$ cat config.mk
export PLATFORM = sky130hd
export DESIGN_NAME = app_datapath
export DESIGN_NICKNAME = d
export VERILOG_FILES = /design/src/app_stream_pkg.sv /design/src/app_cfg_pkg.sv /design/src/stream_fifo.sv /design/src/stream_demux.sv /design/src/stream_arbiter.sv /design/src/reg_access_fsm.sv /design/src/packet_counter.sv /design/src/app_datapath.sv
export SDC_FILE = /design/constraint.sdc
export NUM_CORES = 1
export LEC_CHECK = 0
export ABC_AREA = 0
export BUFFER_PORTS_ARGS = -buffer_cell sky130_fd_sc_hd__buf_2
export CAP_MARGIN = 30
export CELL_PAD_IN_SITES_DETAIL_PLACEMENT = 1
export CELL_PAD_IN_SITES_GLOBAL_PLACEMENT = 1
export CORE_MARGIN = 4
export CORE_UTILIZATION = 51
export CTS_BUF_LIST = sky130_fd_sc_hd__clkbuf_4
export CTS_CLUSTER_SIZE = 8
export DETAILED_ROUTE_END_ITERATION = 10
export GPL_TIMING_DRIVEN = 0
export PLACE_DENSITY = 0.86
export SYNTH_ARGS = -nofsm -noshare
export SYNTH_HDL_FRONTEND = slang
export SYNTH_HIERARCHICAL = 1
export SYNTH_SLANG_ARGS = --single-unit
$ cat constraint.sdc
create_clock -name core_clk -period 5.2 [get_ports core_clk]
set_input_delay 0.78 -clock core_clk [delete_from_list [all_inputs] [get_ports core_clk]]
set_output_delay 0.78 -clock core_clk [all_outputs]
set_load 0.02 [all_outputs]
$ cat src/app_stream_pkg.sv
package app_stream_pkg;

    // --------------------
    // Stream word layout
    // --------------------

    // Payload width of every stream word
    localparam int DATA_W = 32;

    // Destination field, bit 0 picks the host path by default
    localparam int DEST_W = 2;

    // --------------------
    // Buffering
    // --------------------

    // Words held by each stream FIFO
    localparam int FIFO_DEPTH = 4;
    localparam int FIFO_AW    = $clog2(FIFO_DEPTH);

endpackage

$ cat src/app_cfg_pkg.sv
package app_cfg_pkg;

    // --------------------
    // Register port
    // --------------------
    localparam int ADDR_W = 4;
    localparam int CNT_W  = 32;

    // Register map
    localparam logic [ADDR_W-1:0] ADDR_OUT_SEL    = ADDR_W'(0);
    localparam logic [ADDR_W-1:0] ADDR_PKT_COUNT  = ADDR_W'(1);
    localparam logic [ADDR_W-1:0] ADDR_WORD_COUNT = ADDR_W'(2);

    // Access FSM encodings
    localparam logic [1:0] ST_IDLE    = 2'd0;
    localparam logic [1:0] ST_ACK     = 2'd1;
    localparam logic [1:0] ST_RELEASE = 2'd2;

    // One register word, seen either as plain data or as the output select
    typedef union packed {
        logic [31:0] raw;
        struct packed {
            logic [29:0] rsvd;
            logic        value;
            logic        enable;
        } sel;
    } cfg_word_u;

endpackage

$ cat src/stream_fifo.sv
module stream_fifo (
    input  logic                              core_clk,
    input  logic                              rst_n,
    input  logic                              in_tvalid,
    output logic                              in_tready,
    input  logic [app_stream_pkg::DATA_W-1:0] in_tdata,
    input  logic                              in_tlast,
    input  logic [app_stream_pkg::DEST_W-1:0] in_tdest,
    output logic                              out_tvalid,
    input  logic                              out_tready,
    output logic [app_stream_pkg::DATA_W-1:0] out_tdata,
    output logic                              out_tlast,
    output logic [app_stream_pkg::DEST_W-1:0] out_tdest
);
    import app_stream_pkg::*;

    logic [DATA_W-1:0]  mem_data [FIFO_DEPTH];
    logic               mem_last [FIFO_DEPTH];
    logic [DEST_W-1:0]  mem_dest [FIFO_DEPTH];
    logic [FIFO_AW-1:0] wr_ptr;
    logic [FIFO_AW-1:0] rd_ptr;
    logic [FIFO_AW:0]   count;
    logic               wr_en;
    logic               rd_en;

    assign in_tready  = (count != (FIFO_AW+1)'(FIFO_DEPTH));
    assign out_tvalid = (count != '0);
    assign wr_en      = in_tvalid && in_tready;
    assign rd_en      = out_tvalid && out_tready;

    // Head of the queue straight from storage
    assign out_tdata = mem_data[rd_ptr];
    assign out_tlast = mem_last[rd_ptr];
    assign out_tdest = mem_dest[rd_ptr];

    always_ff @(posedge core_clk) begin
        if (wr_en) begin
            mem_data[wr_ptr] <= in_tdata;
            mem_last[wr_ptr] <= in_tlast;
            mem_dest[wr_ptr] <= in_tdest;
        end
    end

    always_ff @(posedge core_clk or negedge rst_n) begin
        if (!rst_n) begin
            wr_ptr <= '0;
            rd_ptr <= '0;
            count  <= '0;
        end else begin
            // Pointers wrap at the last slot
            if (wr_en) begin
                wr_ptr <= (wr_ptr == FIFO_AW'(FIFO_DEPTH - 1)) ? '0 : wr_ptr + 1'b1;
            end
            if (rd_en) begin
                rd_ptr <= (rd_ptr == FIFO_AW'(FIFO_DEPTH - 1)) ? '0 : rd_ptr + 1'b1;
            end
            case ({wr_en, rd_en})
                2'b10:   count <= count + 1'b1;
                2'b01:   count <= count - 1'b1;
                default: count <= count;
            endcase
        end
    end

    // Occupancy never passes the depth and a full FIFO has both pointers on one slot
    a_no_write_full: assert property (@(posedge core_clk) disable iff (!rst_n)
        (count <= (FIFO_AW+1)'(FIFO_DEPTH)) && (in_tready || (wr_ptr == rd_ptr)));

endmodule

$ cat src/stream_demux.sv
module stream_demux (
    input  logic                              core_clk,
    input  logic                              rst_n,
    input  logic                              sel_enable,
    input  logic                              sel_value,
    input  logic                              in_tvalid,
    output logic                              in_tready,
    input  logic [app_stream_pkg::DATA_W-1:0] in_tdata,
    input  logic                              in_tlast,
    input  logic [app_stream_pkg::DEST_W-1:0] in_tdest,
    output logic                              a_tvalid,
    input  logic                              a_tready,
    output logic [app_stream_pkg::DATA_W-1:0] a_tdata,
    output logic                              a_tlast,
    output logic [app_stream_pkg::DEST_W-1:0] a_tdest,
    output logic                              b_tvalid,
    input  logic                              b_tready,
    output logic [app_stream_pkg::DATA_W-1:0] b_tdata,
    output logic                              b_tlast,
    output logic [app_stream_pkg::DEST_W-1:0] b_tdest
);
    logic in_pkt;
    logic held_b;
    logic pick_b;
    logic route_b;

    // Register override wins over tdest bit 0
    assign pick_b  = sel_enable ? sel_value : in_tdest[0];
    assign route_b = in_pkt ? held_b : pick_b;

    assign a_tvalid  = in_tvalid && !route_b;
    assign b_tvalid  = in_tvalid && route_b;
    assign in_tready = route_b ? b_tready : a_tready;

    assign a_tdata = in_tdata;
    assign a_tlast = in_tlast;
    assign a_tdest = in_tdest;
    assign b_tdata = in_tdata;
    assign b_tlast = in_tlast;
    assign b_tdest = in_tdest;

    // Route is frozen from the first presented word until tlast leaves
    always_ff @(posedge core_clk or negedge rst_n) begin
        if (!rst_n) begin
            in_pkt <= 1'b0;
            held_b <= 1'b0;
        end else if (in_tvalid) begin
            held_b <= route_b;
            in_pkt <= !(in_tready && in_tlast);
        end
    end

    a_route_held: assert property (@(posedge core_clk) disable iff (!rst_n)
        in_pkt |-> $stable(route_b));

endmodule

$ cat src/stream_arbiter.sv
module stream_arbiter (
    input  logic                              core_clk,
    input  logic                              rst_n,
    input  logic                              app_tvalid,
    output logic                              app_tready,
    input  logic [app_stream_pkg::DATA_W-1:0] app_tdata,
    input  logic                              app_tlast,
    input  logic [app_stream_pkg::DEST_W-1:0] app_tdest,
    input  logic                              h2c_tvalid,
    output logic                              h2c_tready,
    input  logic [app_stream_pkg::DATA_W-1:0] h2c_tdata,
    input  logic                              h2c_tlast,
    input  logic [app_stream_pkg::DEST_W-1:0] h2c_tdest,
    output logic                              out_tvalid,
    input  logic                              out_tready,
    output logic [app_stream_pkg::DATA_W-1:0] out_tdata,
    output logic                              out_tlast,
    output logic [app_stream_pkg::DEST_W-1:0] out_tdest
);
    logic in_pkt;
    logic last_h2c;
    logic pick_h2c;
    logic grant_h2c;

    // --------------------
    // Grant selection
    // --------------------

    // Alternate when both wait, else serve whichever side has a word
    assign pick_h2c  = (app_tvalid && h2c_tvalid) ? !last_h2c : h2c_tvalid;
    assign grant_h2c = in_pkt ? last_h2c : pick_h2c;

    assign app_tready = out_tready && !grant_h2c;
    assign h2c_tready = out_tready && grant_h2c;

    // --------------------
    // Output mux
    // --------------------
    assign out_tvalid = grant_h2c ? h2c_tvalid : app_tvalid;
    assign out_tdata  = grant_h2c ? h2c_tdata  : app_tdata;
    assign out_tlast  = grant_h2c ? h2c_tlast  : app_tlast;
    assign out_tdest  = grant_h2c ? h2c_tdest  : app_tdest;

    // Grant locks on the first presented word and opens after tlast
    always_ff @(posedge core_clk or negedge rst_n) begin
        if (!rst_n) begin
            in_pkt   <= 1'b0;
            last_h2c <= 1'b0;
        end else if (out_tvalid) begin
            last_h2c <= grant_h2c;
            in_pkt   <= !(out_tready && out_tlast);
        end
    end

endmodule

$ cat src/reg_access_fsm.sv
module reg_access_fsm (
    input  logic                           core_clk,
    input  logic                           rst_n,
    input  logic                           reg_req,
    input  logic                           reg_wr,
    input  logic [app_cfg_pkg::ADDR_W-1:0] reg_addr,
    input  logic [31:0]                    reg_wdata,
    input  logic [app_cfg_pkg::CNT_W-1:0]  pkt_count,
    input  logic [app_cfg_pkg::CNT_W-1:0]  word_count,
    output logic                           reg_ack,
    output logic [31:0]                    reg_rdata,
    output logic                           sel_enable,
    output logic                           sel_value,
    output logic                           count_clear
);
    import app_cfg_pkg::*;

    logic [1:0] state;
    logic       start;
    cfg_word_u  wr_word;
    cfg_word_u  rd_word;

    // Access happens on the edge where the request is first seen
    assign start       = (state == ST_IDLE) && reg_req;
    assign reg_ack     = (state != ST_IDLE);
    assign wr_word.raw = reg_wdata;
    assign count_clear = start && reg_wr && (reg_addr == ADDR_PKT_COUNT);

    // --------------------
    // Read decode
    // --------------------
    always_comb begin
        rd_word.raw = '0;
        case (reg_addr)
            ADDR_OUT_SEL: begin
                rd_word.sel.enable = sel_enable;
                rd_word.sel.value  = sel_value;
            end
            ADDR_PKT_COUNT:  rd_word.raw = pkt_count;
            ADDR_WORD_COUNT: rd_word.raw = word_count;
            default:         rd_word.raw = '0;
        endcase
    end

    always_ff @(posedge core_clk) begin
        if (start) begin
            reg_rdata <= rd_word.raw;
        end
    end

    // --------------------
    // Handshake and select register
    // --------------------
    always_ff @(posedge core_clk or negedge rst_n) begin
        if (!rst_n) begin
            state      <= ST_IDLE;
            sel_enable <= 1'b0;
            sel_value  <= 1'b0;
        end else begin
            case (state)
                ST_IDLE:    if (reg_req) state <= ST_ACK;
                // First ack cycle, requester may already have let go
                ST_ACK:     state <= reg_req ? ST_RELEASE : ST_IDLE;
                ST_RELEASE: if (!reg_req) state <= ST_IDLE;
                default:    state <= ST_IDLE;
            endcase
            if (start && reg_wr && (reg_addr == ADDR_OUT_SEL)) begin
                sel_enable <= wr_word.sel.enable;
                sel_value  <= wr_word.sel.value;
            end
        end
    end

    a_ack_after_req: assert property (@(posedge core_clk) disable iff (!rst_n)
        $rose(reg_ack) |-> $past(reg_req));

endmodule

$ cat src/packet_counter.sv
module packet_counter (
    input  logic                          core_clk,
    input  logic                          rst_n,
    input  logic                          tvalid,
    input  logic                          tready,
    input  logic                          tlast,
    input  logic                          count_clear,
    output logic [app_cfg_pkg::CNT_W-1:0] pkt_count,
    output logic [app_cfg_pkg::CNT_W-1:0] word_count
);
    logic accept;

    // Only words that really leave the egress port count
    assign accept = tvalid && tready;

    always_ff @(posedge core_clk or negedge rst_n) begin
        if (!rst_n) begin
            pkt_count  <= '0;
            word_count <= '0;
        end else if (count_clear) begin
            // Clear beats a word arriving in the same cycle
            pkt_count  <= '0;
            word_count <= '0;
        end else if (accept) begin
            word_count <= word_count + 1'b1;
            if (tlast) begin
                pkt_count <= pkt_count + 1'b1;
            end
        end
    end

endmodule

$ cat src/app_datapath.sv
module app_datapath (
    input  logic                              core_clk,
    input  logic                              rst_n,
    input  logic                              igr_tvalid,
    output logic                              igr_tready,
    input  logic [app_stream_pkg::DATA_W-1:0] igr_tdata,
    input  logic                              igr_tlast,
    input  logic [app_stream_pkg::DEST_W-1:0] igr_tdest,
    input  logic                              h2c_tvalid,
    output logic                              h2c_tready,
    input  logic [app_stream_pkg::DATA_W-1:0] h2c_tdata,
    input  logic                              h2c_tlast,
    input  logic [app_stream_pkg::DEST_W-1:0] h2c_tdest,
    output logic                              c2h_tvalid,
    input  logic                              c2h_tready,
    output logic [app_stream_pkg::DATA_W-1:0] c2h_tdata,
    output logic                              c2h_tlast,
    output logic [app_stream_pkg::DEST_W-1:0] c2h_tdest,
    output logic                              egr_tvalid,
    input  logic                              egr_tready,
    output logic [app_stream_pkg::DATA_W-1:0] egr_tdata,
    output logic                              egr_tlast,
    output logic [app_stream_pkg::DEST_W-1:0] egr_tdest,
    input  logic                              reg_req,
    input  logic                              reg_wr,
    input  logic [app_cfg_pkg::ADDR_W-1:0]    reg_addr,
    input  logic [31:0]                       reg_wdata,
    output logic                              reg_ack,
    output logic [31:0]                       reg_rdata
);
    import app_stream_pkg::*;
    import app_cfg_pkg::*;

    // Ingress FIFO to demux
    logic              dmx_tvalid;
    logic              dmx_tready;
    logic [DATA_W-1:0] dmx_tdata;
    logic              dmx_tlast;
    logic [DEST_W-1:0] dmx_tdest;

    // Application path into the arbiter
    logic              app_tvalid;
    logic              app_tready;
    logic [DATA_W-1:0] app_tdata;
    logic              app_tlast;
    logic [DEST_W-1:0] app_tdest;

    // Arbiter to egress FIFO
    logic              arb_tvalid;
    logic              arb_tready;
    logic [DATA_W-1:0] arb_tdata;
    logic              arb_tlast;
    logic [DEST_W-1:0] arb_tdest;

    logic              sel_enable;
    logic              sel_value;
    logic              count_clear;
    logic [CNT_W-1:0]  pkt_count;
    logic [CNT_W-1:0]  word_count;

    // --------------------
    // Ingress side
    // --------------------
    stream_fifo igr_fifo (
        .core_clk   ( core_clk ),
        .rst_n      ( rst_n ),
        .in_tvalid  ( igr_tvalid ),
        .in_tready  ( igr_tready ),
        .in_tdata   ( igr_tdata ),
        .in_tlast   ( igr_tlast ),
        .in_tdest   ( igr_tdest ),
        .out_tvalid ( dmx_tvalid ),
        .out_tready ( dmx_tready ),
        .out_tdata  ( dmx_tdata ),
        .out_tlast  ( dmx_tlast ),
        .out_tdest  ( dmx_tdest )
    );

    // Output b goes straight to the host
    stream_demux stream_demux_inst (
        .core_clk   ( core_clk ),
        .rst_n      ( rst_n ),
        .sel_enable ( sel_enable ),
        .sel_value  ( sel_value ),
        .in_tvalid  ( dmx_tvalid ),
        .in_tready  ( dmx_tready ),
        .in_tdata   ( dmx_tdata ),
        .in_tlast   ( dmx_tlast ),
        .in_tdest   ( dmx_tdest ),
        .a_tvalid   ( app_tvalid ),
        .a_tready   ( app_tready ),
        .a_tdata    ( app_tdata ),
        .a_tlast    ( app_tlast ),
        .a_tdest    ( app_tdest ),
        .b_tvalid   ( c2h_tvalid ),
        .b_tready   ( c2h_tready ),
        .b_tdata    ( c2h_tdata ),
        .b_tlast    ( c2h_tlast ),
        .b_tdest    ( c2h_tdest )
    );

    // --------------------
    // Egress side
    // --------------------
    stream_arbiter stream_arbiter_inst (
        .core_clk   ( core_clk ),
        .rst_n      ( rst_n ),
        .app_tvalid ( app_tvalid ),
        .app_tready ( app_tready ),
        .app_tdata  ( app_tdata ),
        .app_tlast  ( app_tlast ),
        .app_tdest  ( app_tdest ),
        .h2c_tvalid ( h2c_tvalid ),
        .h2c_tready ( h2c_tready ),
        .h2c_tdata  ( h2c_tdata ),
        .h2c_tlast  ( h2c_tlast ),
        .h2c_tdest  ( h2c_tdest ),
        .out_tvalid ( arb_tvalid ),
        .out_tready ( arb_tready ),
        .out_tdata  ( arb_tdata ),
        .out_tlast  ( arb_tlast ),
        .out_tdest  ( arb_tdest )
    );

    stream_fifo egr_fifo (
        .core_clk   ( core_clk ),
        .rst_n      ( rst_n ),
        .in_tvalid  ( arb_tvalid ),
        .in_tready  ( arb_tready ),
        .in_tdata   ( arb_tdata ),
        .in_tlast   ( arb_tlast ),
        .in_tdest   ( arb_tdest ),
        .out_tvalid ( egr_tvalid ),
        .out_tready ( egr_tready ),
        .out_tdata  ( egr_tdata ),
        .out_tlast  ( egr_tlast ),
        .out_tdest  ( egr_tdest )
    );

    // Probe watches the egress port itself
    packet_counter packet_counter_inst (
        .core_clk    ( core_clk ),
        .rst_n       ( rst_n ),
        .tvalid      ( egr_tvalid ),
        .tready      ( egr_tready ),
        .tlast       ( egr_tlast ),
        .count_clear ( count_clear ),
        .pkt_count   ( pkt_count ),
        .word_count  ( word_count )
    );

    // --------------------
    // Register port
    // --------------------
    reg_access_fsm reg_access_fsm_inst (
        .core_clk    ( core_clk ),
        .rst_n       ( rst_n ),
        .reg_req     ( reg_req ),
        .reg_wr      ( reg_wr ),
        .reg_addr    ( reg_addr ),
        .reg_wdata   ( reg_wdata ),
        .pkt_count   ( pkt_count ),
        .word_count  ( word_count ),
        .reg_ack     ( reg_ack ),
        .reg_rdata   ( reg_rdata ),
        .sel_enable  ( sel_enable ),
        .sel_value   ( sel_value ),
        .count_clear ( count_clear )
    );

endmodule

Yosys cells after proc, flatten, opt, wreduce, memory -nomap -nowiden
Memories as Yosys holds them, arrays and structs flattened.
Cells that the tools add are included.
{"block": "totals", "mem_count": 6, "word_cells": 109, "output_inout_bits": 107, "ram_bits": 280, "ff_bits": 118}
{"memory": "egr_fifo.mem_data", "depth": 4, "word_bits": 32, "read_ports": 1, "rd_ports_with_merged_regs": 0, "write_ports": 1, "line": "stream_fifo.sv:17", "text": "logic [DATA_W-1:0] mem_data [FIFO_DEPTH];"}
{"memory": "igr_fifo.mem_data", "depth": 4, "word_bits": 32, "read_ports": 1, "rd_ports_with_merged_regs": 0, "write_ports": 1, "line": "stream_fifo.sv:17"}
{"memory": "egr_fifo.mem_dest", "depth": 4, "word_bits": 2, "read_ports": 1, "rd_ports_with_merged_regs": 0, "write_ports": 1, "line": "stream_fifo.sv:19", "text": "logic [DEST_W-1:0] mem_dest [FIFO_DEPTH];"}
{"memory": "igr_fifo.mem_dest", "depth": 4, "word_bits": 2, "read_ports": 1, "rd_ports_with_merged_regs": 0, "write_ports": 1, "line": "stream_fifo.sv:19"}
{"memory": "egr_fifo.mem_last", "depth": 4, "word_bits": 1, "read_ports": 1, "rd_ports_with_merged_regs": 0, "write_ports": 1, "line": "stream_fifo.sv:18", "text": "logic mem_last [FIFO_DEPTH];"}
{"memory": "igr_fifo.mem_last", "depth": 4, "word_bits": 1, "read_ports": 1, "rd_ports_with_merged_regs": 0, "write_ports": 1, "line": "stream_fifo.sv:18"}
{"block": "classes", "reduce_logical": 31, "n_eq_ne": 16, "n_mux": 30, "addsub": 10}
{"cell": "$mux 32", "n": 6}
{"cell": "$add 32x1->32 const B", "n": 2}
{"cell": "$pmux 30 s2", "n": 1}
{"cell": "$mux 2", "n": 8}
{"cell": "$logic_and 1x1->1", "n": 15}
{"cell": "$eq 2x2->1 const B", "n": 7}
{"cell": "$pmux 2 s3", "n": 2}
{"cell": "$pmux 3 s2", "n": 2}
{"cell": "$mux 1", "n": 11}
{"cell": "$reduce_bool 2->1", "n": 5}
{"cell": "$add 2x1->2 const B", "n": 4}
{"cell": "$add 3x1->3 const B", "n": 2}
{"cell": "$eq 2x1->1 const B", "n": 3}
{"cell": "$ne 3x3->1 const B", "n": 2}
{"cell": "$reduce_bool 3->1", "n": 2}
{"cell": "$sub 3x1->3 const B", "n": 2}
{"cell": "$logic_not 1->1", "n": 5}
{"cell": "$eq 4x1->1 const B", "n": 1}
{"cell": "$eq 4x2->1 const B", "n": 1}
{"cell": "$logic_not 4->1", "n": 1}
{"cell": "$ne 2x2->1 const B", "n": 2}
{"cell": "$reduce_and 2->1", "n": 2}
{"cell": "$logic_not 2->1", "n": 1}

Longest topological paths before layout
Gate-level depths: netlist of run 1.
An unclocked memory read counts as a cell.
{"block": "depth", "ltp_word": 14, "mapped_depth": 19, "depth_no_buf": 16}

Hierarchy
The synthesis of run 1 kept the hierarchy.
{"mod": "stream_fifo at egr_fifo", "cells_each": 224, "area_per_inst_um2": 5515.3, "seq_area_each_um2": 4379.2, "n_inst": 1}
{"mod": "stream_fifo at igr_fifo", "cells_each": 223, "area_per_inst_um2": 5495.3, "seq_area_each_um2": 4379.2, "n_inst": 1}
{"mod": "packet_counter", "cells_each": 361, "area_per_inst_um2": 3305.7, "seq_area_each_um2": 1601.5, "n_inst": 1}
{"mod": "reg_access_fsm", "cells_each": 93, "area_per_inst_um2": 1594.0, "seq_area_each_um2": 1061.0, "n_inst": 1}
{"mod": "stream_demux", "cells_each": 84, "area_per_inst_um2": 671.9, "seq_area_each_um2": 50.0, "n_inst": 1}
{"mod": "stream_arbiter", "cells_each": 55, "area_per_inst_um2": 571.8, "seq_area_each_um2": 50.0, "n_inst": 1}

Worst setup path before layout of run 1
OpenSTA, ideal clock, no wires.
{"block": "synth_path", "kind": "input port to flip-flop", "from": "in reg_req", "to": "reg packet_counter_inst/pkt_count[29] (netlist name)", "arrival_time_ps": 4207, "setup_slack_ps": 915, "required_ps": 5122, "cell_stages": 8, "n_path_buf": 1, "cell_sequence": "nor3b_2 -> and3_1 -> a31oi_2 -> or4_4 -> buf_6 -> or4_4 -> or3_1 -> a21oi_1"}
{"block": "synth_between", "elab_chain_len": 5}
{"item": "from (decl)", "line": "app_datapath.sv:24", "text": "input logic reg_req,"}
{"item": "$logic_and 1x1->1 (*)", "line": "reg_access_fsm.sv:24", "text": "assign start = (state == ST_IDLE) && reg_req;"}
{"item": "$logic_and 1x1->1 (*) (2 in series)", "line": "reg_access_fsm.sv:27", "text": "assign count_clear = start && reg_wr && (reg_addr == ADDR_PKT_COUNT);"}
{"item": "named net count_clear", "line": "app_datapath.sv:57", "text": "logic count_clear;"}
{"item": "$reduce_bool 2->1 (no line)"}
{"item": "$reduce_and 2->1 (no line)"}
{"item": "to (signal assigned)", "line": "packet_counter.sv:27", "text": "pkt_count <= pkt_count + 1'b1;"}
{"item": "to (decl)", "line": "packet_counter.sv:8", "text": "output logic [app_cfg_pkg::CNT_W-1:0] pkt_count,"}
The timed path passes the listed nets; every way through them passes the cells marked *.
A chain may end at the register's enable or synchronous reset.

Worst setup path in the final report of run 1
{"block": "layout_path", "from": "reg igr_fifo.rd_ptr[0]", "to": "out h2c_tready"}
{"block": "layout_between", "elab_chain_len": 9}
{"item": "from (decl)", "line": "stream_fifo.sv:21", "text": "logic [FIFO_AW-1:0] rd_ptr;"}
{"item": "from (signal assigned)", "line": "stream_fifo.sv:55", "text": "rd_ptr <= (rd_ptr == FIFO_AW'(FIFO_DEPTH - 1)) ? '0 : rd_ptr + 1'b1;"}
{"item": "$mem_v2 4x2"}
{"item": "named net dmx_tdest[0]", "line": "app_datapath.sv:39", "text": "logic [DEST_W-1:0] dmx_tdest;"}
{"item": "$mux 1", "line": "stream_demux.sv:28", "text": "assign pick_b = sel_enable ? sel_value : in_tdest[0];"}
{"item": "$mux 1", "line": "stream_demux.sv:29", "text": "assign route_b = in_pkt ? held_b : pick_b;"}
{"item": "$logic_not 1->1", "line": "stream_demux.sv:31", "text": "assign a_tvalid = in_tvalid && !route_b;"}
{"item": "$logic_and 1x1->1", "line": "stream_demux.sv:31"}
{"item": "named net app_tvalid", "line": "app_datapath.sv:42", "text": "logic app_tvalid;"}
{"item": "$logic_and 1x1->1", "line": "stream_arbiter.sv:30", "text": "assign pick_h2c = (app_tvalid && h2c_tvalid) ? !last_h2c : h2c_tvalid;"}
{"item": "$mux 1", "line": "stream_arbiter.sv:30"}
{"item": "$mux 1", "line": "stream_arbiter.sv:31", "text": "assign grant_h2c = in_pkt ? last_h2c : pick_h2c;"}
{"item": "$logic_and 1x1->1", "line": "stream_arbiter.sv:34", "text": "assign h2c_tready = out_tready && grant_h2c;"}
{"item": "to (decl)", "line": "app_datapath.sv:10", "text": "output logic h2c_tready,"}
The timed path passes the listed nets, and every way through them passes these cells.

==> results.yml, run 1 <==
timing:
  finalCritPeriodShare_pct: 84.81
  slew_headroom_pct: 33.55
  skew_ps: 48.59
  tightest_slew_ps: 996.7
  max_clock_freq_mhz: 226.7
  fin_crit_ps: 4410
  fin_setup_tns_ps: 0
  setup_viol: 0
  hold_viol: 0
  rsz0062_at_grt: "no"
  drv_slew: 0
  holdWs_ps: 196.0
routing:
  dr_total_vias: 10417
  post-route-drc-count: 0
  avgViaCountPerCell: 5.568
  ant_nets: 0
  drt_wl_total_mm: 43.70
  routedWlPerCell_microns: 23.35
  drt_iter0_drc: 772
  dr.pass1.iters: 5
pwr:
  ir_worst_vdd_mv: 0.4678
  p_per_area_nw_per_um2: 618.4
  p_leak_nw: 7.682
hold_path:
  hp-start: "igr_tdata[21]"
  hold_depth: 1
  holdPathEnd: "igr_fifo/mem_data[0][21]"
  hold_class: "input port to flip-flop"
yosys:
  syn_nets: 1170
  netlist_area_sq_um: 17150
  yosysSeqAreaShare_pct: 67.16
  synth_top_area_share_pct: 54.62
  syn_area_per_cell_sq_um: 16.49
  synthCells: 1040
  ys_types: 60
  synth_area_leaders: "edfxtp_1, dfrtp_1, mux4_2"
  synth_warnings: 6
  synth_edf_count: 312
  synth_common_cells: "edfxtp_1, dfrtp_1, buf_4, mux4_2, nor2_1"
  yosysMostFrequentCell: "edfxtp_1"
  synth_top_cell_by_area: "edfxtp_1"
  async_flop_share_pct: 21.61
  yosys_most_used_dff: "edfxtp_1"
  synth-seq-cells: 398
worst_setup_path:
  reg2reg_slack_ps: 960
  reg2regPathDepth: 19
  worstSetupPathType: "flip-flop to output port"
  end_kind: "output port"
  r2r_end: "igr_fifo/count[2]"
  slowest_delay_ps: 600
  path_common_cell: "buf_6"
  cp_max_fo: 10
  cp_slowest_cell: "mux4_2"
  cp.arrival_ps: 3630
  path_cells: "buf_4 -> mux4_2 -> mux2i_1 -> o21a_1 -> and2_2 -> nand2_1 -> a21boi_1 -> buf_6 -> buf_6 -> nor2b_1 -> buf_2"
  startpoint_type: "flip-flop"
  r2r_start: "igr_fifo/rd_ptr[0]"
  cp_data_required_time_ps: 4420
clocking:
  h-tree-depth: 3
  numClockSinks: 398
  clk_path_buf_depth: 3
  root_buffer: "clkbuf_4"
  cts_setup_buffers: 0
  clkSlewWorstSetupHoldPaths_ps: 70
  cts_tree: "yes"
  cts_buffers: 103
  insertion_delay_ps: 810
finish:
  n_fill_cell: 3179
  finalNonFillerCells: 1871
  final_nets: 1472
  final_util_pct: 61.12
  fin_area_sq_um: 20090
  layout-drive-gt1-share_pct: 43.12
  syn2layout_area_growth_pct: 17.11
die:
  top_level_ports: 221
  die_w_microns: 191.4
  fp-row-count: 66
  dieHeight_microns: 191.4
  core_sq_um: 32870
  initial_core_util_pct: 52.19
  dieArea_sq_um: 36630
global_route:
  grt_use_met1_pct: 29.79
  grt_pass1_wl_mm: 67.39
  antenna_found_initial: 9
  grt_overflow_total: 0
  grt_use_met3_pct: 6.300
  grt_pass1_vias: 11637
  grt_busiest_layer: "met2"
  grt.met2_usage_pct: 42.50
  grt_start_max_net_pins: 68
  grtUsageTotal_pct: 24.41
place:
  gp_congestion: 0.8288
  dp_hpwl_mm: 30.32
  dp_cells: 1678
  port_buffers: 190
  placed_area_sq_um: 18790
job:
  max_cap_viol_count: 0
outcome:
  status: "finished clean"
==> how the worst max path moves through the flow <==
stage                                  start                           endpoint  slack [ps]  depth (start not counted)
after floorplan                      reg_req  packet_counter_inst/pkt_count[29]         920                          8
after detailed placement  igr_fifo/rd_ptr[0]                  igr_fifo/count[2]         990                         19
after CTS                 igr_fifo/rd_ptr[0]                         h2c_tready         690                         11
after global placement               reg_req  packet_counter_inst/pkt_count[31]         190                          9
final                     igr_fifo/rd_ptr[0]                         h2c_tready         790                         11
after global routing      igr_fifo/rd_ptr[0]                         h2c_tready         560                         11
==> metrics by stage <==
| stage | worst slack (ps) | power (W) |
|---|---|---|
| final | 789.8 | 0.01242 |
| after global routing | 555.6 | 0.01310 |
| after CTS | 692.8 | 0.01256 |
| after detailed placement | 992.9 | 0.009900 |
| after global placement | 189.6 | 0.009536 |
| after floorplan | 915.3 | 0.008215 |
==> cells by family after synthesis <==
group                      share of synthesized area (%)
muxes                                              12.76
DFF                                                67.16
AOI/OAI and AO/OA                                  3.297
buffers and inverters                              5.084
adders and majority gates                          1.255
xor gates and xnor gates                           2.604
and+or+nand+nor                                    7.841
==> layer usage <==
layer	wire [microns]	share of wire (%)	up-vias
li1	-	-	4616
met1	16690	38	5357
met2	23150	53	360
met3	2685	6.1	76
met4	1117	2.6	8
met5	50	0.11	-
==> cell usage in the layout, fill, tap and decap left out, types with 4 or more instances in the layout <==
cell type,netlist,routed
buf_2,10,199
or4_1,5,5
or3_1,20,20
dfrtp_1,86,86
and3_1,12,8
mux2i_1,6,6
clkinv_1,0,33
a21oi_1,18,18
inv_1,18,18
clkbuf_4,0,146
xnor2_1,31,31
nand2_1,34,34
mux4_2,70,70
edfxtp_1,312,312
mux2_2,40,40
mux2_4,6,6
buf_6,13,13
diode_2,0,5
clkbuf_1,13,13
nand3_1,31,31
nor2_1,59,59
a22o_2,27,27
buf_12,0,4
ha_1,14,14
buf_4,73,74
and2_1,6,6
xor2_1,20,20
nor4_1,17,17
nor3_1,15,15
nand4_1,15,15
o21ai_0,18,18
and3_2,4,8
==> power by group <==
group	total (W)	internal, W	switching [W]
sequential	0.00490	0.00458	0.000313
clock	0.00261	0.00130	0.00130
combinational	0.00492	0.00212	0.00280
total	0.0124	0.00801	0.00442
==> worst max-delay path: cells and delay by family, from the launching register on <==
kind | cells | cell delay (ps)
mux | 2 | 870
buf+inv | 4 | 810
compound gates | 2 | 420
simple gates | 3 | 360
flops | 1 | 360
==> final cells by class <==
class,count,area (sq um),area share [%]
sequential,398,11520,57.35
multi-input combinational,512,4772,23.75
clock buffer,146,1096,5.456
timing repair buffer,197,1086,5.406
buffer,112,804.5,4.005
tap,442,553.0,2.753
clock inverter,41,176.4,0.8782
inverter,18,67.56,0.3363
antenna,5,12.51,0.06228
==> state kept, by name (all words and copies together), names as in the netlist, 3 cells and up <==
name	flops
egr_fifo/count	3
igr_fifo/mem_data	128
reg_access_fsm_inst/reg_rdata	32
packet_counter_inst/pkt_count	32
igr_fifo/mem_dest	8
egr_fifo/mem_last	4
igr_fifo/count	3
egr_fifo/mem_dest	8
igr_fifo/mem_last	4
egr_fifo/mem_data	128
packet_counter_inst/word_count	32
==> repair_timing <==
item	CTS	global route
hold buffers	1	0
gates resized for setup	0	0
endpoints found under the hold margin	19	0
(Power assumes the default switching activity.)
==> inputs of run 2 (changes only) <==
- CORE_UTILIZATION: 51 -> 46
- PLACE_DENSITY: 0.86 -> 0.82
- clock period: 5.2 -> 4 ns (I/O delays scaled with it)
==> run 2 against run 1 <==
  * Register-to-register slack got worse by 630 ps
  * Combinational power increased by 32%
  * Setup slack got worse by 460 ps
  * Power increased by 30%
  * Die area increased by 10%
  * Sequential share of layout area decreased by 1.3 points
  * Via count increased by 0.30%
  * Global-route usage decreased by 2.5 points
  * Highest routed layer unchanged
==> results.yml, run 2 (same netlist as run 1, synthesis figures left out) <==
worst_setup_path:
  end_kind: "flip-flop"
  cp_slowest_cell: "nor3b_4"
  worstSetupPathType: "flip-flop to flip-flop"
  cp_data_required_time_ps: 4650
  cp.buffers_inverters: 2
  path_delay_family: "simple AND/OR/NAND/NOR gates"
  cp.arrival_ps: 4320
  path_cells: "nor3b_4 -> buf_8 -> and3_1 -> a31oi_2 -> or4_4 -> buf_6 -> or3_1 -> nor3_1 -> mux2_1"
  startpoint_type: "flip-flop"
  slowest_delay_ps: 680
  cp_max_fo: 20
timing:
  fin_crit_ps: 3666
  skew_ps: 50.54
  holdWs_ps: 106.6
  max_clock_freq_mhz: 272.8
  slew_headroom_pct: 34.81
  tightest_slew_ps: 977.8
  drv_slew: 0
  setup_viol: 0
  finalCritPeriodShare_pct: 91.65
  hold_viol: 0
  rsz0062_at_grt: "no"
die:
  initial_core_util_pct: 46.74
  die_w_microns: 201.1
  dieArea_sq_um: 40450
  dieHeight_microns: 201.1
  top_level_ports: 221
  fp-row-count: 70
  core_sq_um: 36700
global_route:
  antenna_found_initial: 7
  grt_pass1_wl_mm: 68.45
  grt_overflow_total: 0
  grt_start_max_net_pins: 64
  grt_pass1_vias: 11678
  grtUsageTotal_pct: 21.87
job:
  max_cap_viol_count: 0
routing:
  drt_iter0_drc: 632
  dr.pass1.iters: 4
  drt_wl_total_mm: 44.02
  dr_total_vias: 10448
  routedWlPerCell_microns: 22.77
  avgViaCountPerCell: 5.405
  post-route-drc-count: 0
  ant_nets: 0
finish:
  n_fill_cell: 3564
  layout_commonest_cell: "edfxtp_1"
  final_cell_mix: "edfxtp_1, buf_2, clkbuf_4, dfrtp_1, buf_4"
  layout-drive-gt1-share_pct: 42.53
  finalNonFillerCells: 1933
  syn2layout_area_growth_pct: 19.74
  final_nets: 1515
  reg.largest.list: "egr_fifo/mem_data x128, igr_fifo/mem_data x128"
  final_util_pct: 55.97
clocking:
  cts_tree: "yes"
  clk_path_buf_depth: 3
  insertion_delay_ps: 790
  h-tree-depth: 3
  numClockSinks: 398
  clkSlewWorstSetupHoldPaths_ps: 60
  root_buffer: "clkbuf_4"
  cts_buffers: 103
place:
  gp_congestion: 0.8244
  dp_hpwl_mm: 29.72
  dp_cells: 1704
  port_buffers: 190
pwr:
  p_per_area_nw_per_um2: 788.1
  p_leak_nw: 7.855
  ir_worst_vdd_mv: 0.4756
  power_w: 0.01619
outcome:
  status: "finished clean"
hold_path:
  hold_class: "input port to flip-flop"
## run 2: cell count changes in the layout (fill, tap and decap cells not counted), moves of 2 or more
cell,change
buf_12,-2
inv_2,-2
dlygate4sd3_1,+37
buf_4,+6
buf_16,+2
clkinv_2,+3
clkinv_1,-6
clkbuf_4,-3
## run 2: where the power goes
group          switching (W)  total (W)  leakage (nW)  internal, W
registers           0.000405    0.00636          4.02      0.00596
logic                0.00364    0.00649          3.10      0.00285
clock network        0.00167    0.00333         0.737      0.00166
total                0.00572     0.0162          7.86       0.0105
## run 2: what timing repair did
item                                    4_1_cts  5_1_grt
pin swaps                                     1        0
endpoints found under the setup margin        3        2
endpoints found under the hold margin       165        0
hold buffers                                 38        0
gates cloned                                  0        0
gates resized for setup                       5        0
buffers inserted                              3        4
## run 2: per-layer routing
| layer | vias to the layer above | global-route usage [%] | wire length, microns |
|---|---|---|---|
| met5 | - | 0 | 13 |
| met4 | 2 | 7.055 | 1153 |
| met3 | 82 | 5.560 | 2325 |
| met2 | 301 | 39.31 | 23690 |
| met1 | 5365 | 25.80 | 16840 |
| li1 | 4698 | - | - |
## run 2: worst register-to-register path: stages (launching register included)
cell and delay (ps):
dfrtp_1 440, nor3b_4 680, buf_8 280, and3_1 320
a31oi_2 130, or4_4 580, buf_6 140, or3_1 380
nor3_1 260, mux2_1 350
## run 2: metrics by stage
step,setup TNS [ps],setup slack (ps),cell area (sq um)
after floorplan,0,347.1,17160
after global placement,-58010,-424.8,18700
after detailed placement,-320.3,-245.9,18840
after CTS,0,3.920,20510
after global routing,0,73.07,20540
final,0,333.8,20540
## run 2: worst paths after layout
| path | startpoint | endpoint | slack (ps) | cells after the start |
|---|---|---|---|---|
| min | reg_req | reg_access_fsm_inst/state[1] | 110 | 2 |
| min reg2reg | igr_fifo/count[2] | igr_fifo/count[2] | 500 | 1 |
| min in group asynchronous | rst_n | packet_counter_inst/pkt_count[23] | 300 | 2 |
| max | reg_access_fsm_inst/state[1] | packet_counter_inst/pkt_count[31] | 330 | 9 |
| max in group asynchronous | rst_n | egr_fifo/count[1] | 3040 | 3 |
| max reg2reg | reg_access_fsm_inst/state[1] | packet_counter_inst/pkt_count[31] | 330 | 9 |
## run 2: area by class of cell
class                   instances  area (sq um)  share of cell area (%)
multi-input cells             512          4786                   23.30
plain buffers                 111         800.8                   3.899
clock inverters                37         168.9                  0.8224
diodes                          5         12.51                 0.06092
flip-flops and latches        398         11520                   56.09
repair buffers                241          1524                   7.420
well taps                     468         585.6                   2.851
clock buffers                 143          1074                   5.227
inverters                      18         67.56                  0.3289
==> inputs of run 3 (changes only) <==
- RECOVER_POWER: not set -> 25
- TNS_END_PERCENT: not set -> 10
==> run 3 against run 2 <==
  * The flow now finishes with violations (capacitance limit, slew limit)
  * Hold slack gained 6.7 ps
  * Sequential cell count is the same
  * First-iteration DRC count shrank 3.5%
  * Clock power is essentially flat
  * Combinational power is essentially flat
  * Count of clock-buffer cells in the layout is the same
  * Setup slack is essentially flat
  * Design area shrank 0.34%
  * Non-clock buffer count is the same
  * Global-route usage is the same
  * Die area is the same
  * Register-to-register slack is essentially flat
==> results.yml, run 3 (same netlist as run 1, synthesis figures left out) <==
finish:
  layout_commonest_cell: "edfxtp_1"
  syn2layout_area_growth_pct: 19.33
  final_nets: 1515
  reg.largest.list: "egr_fifo/mem_data x128, igr_fifo/mem_data x128"
  fin_area_sq_um: 20470
  layout-drive-gt1-share_pct: 40.07
  n_fill_cell: 3577
  final_cell_mix: "edfxtp_1, buf_2, clkbuf_4, dfrtp_1, buf_4"
routing:
  post-route-drc-count: 0
  avgViaCountPerCell: 5.407
  routedWlPerCell_microns: 22.83
  dr.pass1.iters: 5
  drt_iter0_drc: 610
  drt_wl_total_mm: 44.13
  ant_nets: 0
  dr_total_vias: 10451
clocking:
  insertion_delay_ps: 790
  clkSlewWorstSetupHoldPaths_ps: 60
  clk_path_buf_depth: 3
  h-tree-depth: 3
  cts_buffers: 103
  numClockSinks: 398
  cts_tree: "yes"
  root_buffer: "clkbuf_4"
timing:
  fin_crit_ps: 3666
  max_clock_freq_mhz: 272.8
  finalCritPeriodShare_pct: 91.65
  holdWs_ps: 113.2
  tightest_slew_ps: 1695
  slew_headroom_pct: -12.99
  skew_ps: 53.82
  drv_slew: 64
  hold_viol: 0
  rsz0062_at_grt: "no"
  fin_setup_tns_ps: 0
  setup_viol: 0
die:
  top_level_ports: 221
  die_w_microns: 201.1
  fp-row-count: 70
  initial_core_util_pct: 46.74
  core_sq_um: 36700
  dieArea_sq_um: 40450
  dieHeight_microns: 201.1
worst_setup_path:
  cp_slowest_cell: "nor3b_4"
  worstSetupPathType: "flip-flop to flip-flop"
  reg2reg_slack_ps: 330
  path_cells: "nor3b_4 -> buf_8 -> and3_1 -> a31oi_2 -> or4_4 -> buf_6 -> or3_1 -> nor3_1 -> mux2_1"
  reg2regPathDepth: 9
  slowest_delay_ps: 680
  startpoint_type: "flip-flop"
  cp_max_fo: 20
  cp.arrival_ps: 4320
  cp_data_required_time_ps: 4650
  end_kind: "flip-flop"
pwr:
  ir_worst_vdd_mv: 0.4766
  p_per_area_nw_per_um2: 790.7
  p_leak_nw: 7.746
place:
  placed_area_sq_um: 18840
  port_buffers: 190
  gp_congestion: 0.8244
  dp_hpwl_mm: 29.72
job:
  max_cap_viol_count: 1
global_route:
  antenna_found_initial: 7
  grt_start_max_net_pins: 64
  grt_overflow_total: 0
  grtUsageTotal_pct: 21.87
  grt_pass1_wl_mm: 68.45
  grt_pass1_vias: 11678
hold_path:
  hold_class: "input port to flip-flop"
  hold_depth: 2
outcome:
  violations: "capacitance limit, slew limit"
  status: "finished, violations left"
run 3: power breakdown:
part	leakage [nW]	internal, W	switching, W
Sequential	4.02	0.00596	0.000406
Combinational	2.99	0.00284	0.00364
Clock	0.737	0.00166	0.00167
run 3: metal layers:
| metal | vias up | GRT usage [%] | wire, microns |
|---|---|---|---|
| li1 | 4702 | - | - |
| met1 | 5375 | 25.80 | 16960 |
| met2 | 293 | 39.31 | 23650 |
| met3 | 79 | 5.560 | 2332 |
| met4 | 2 | 7.055 | 1175 |
| met5 | - | 0 | 13 |
run 3: timing repair:
item                       4_1_cts  5_1_grt
resized for setup                5        0
setup endpoints to repair        3        2
hold buffers                    38        0
hold endpoints to repair       165        0
pin swaps                        1        0
buffers inserted                 3        4
run 3: final cells by class:
cell class	count	area, sq um	share of cell area [%]
clock buffers	143	1074	5.245
multi-input cells	512	4786	23.38
repair buffers	241	1454	7.103
flip-flops and latches	398	11520	56.28
diodes	5	12.51	0.06112
plain buffers	111	800.8	3.912
well taps	468	585.6	2.861
inverters	18	67.56	0.3301
clock inverters	37	168.9	0.8252
run 3: worst max-delay path, delay by kind of cell, from the launching register on:
family | cells | cell delay (ps)
buffers and inverters | 2 | 420
and+or+nand+nor | 5 | 2210
muxes | 1 | 350
DFF | 1 | 440
AOI/OAI and AO/OA | 1 | 130
run 3: worst paths after layout:
path / startpoint / to
worst max-delay path: reg_access_fsm_inst/state[1] / packet_counter_inst/pkt_count[31]
worst min-delay path: reg_req / reg_access_fsm_inst/state[1]
worst max register to register: reg_access_fsm_inst/state[1] / packet_counter_inst/pkt_count[31]
worst min register to register: igr_fifo/count[2] / igr_fifo/count[2]
max in group asynchronous: rst_n / egr_fifo/count[1]
min in group asynchronous: rst_n / packet_counter_inst/pkt_count[23]
run 3: through the flow:
step	cells	power, W	utilization (%)	setup WS (ps)
floorplan	1040	0.01068	-	347.1
global placement	1698	0.01242	50.95	-424.8
detailed placement	1704	0.01287	51.34	-245.9
CTS	1925	0.01634	55.88	3.920
global route	1933	0.01710	55.78	73.07
finish	1933	0.01618	55.78	334.1
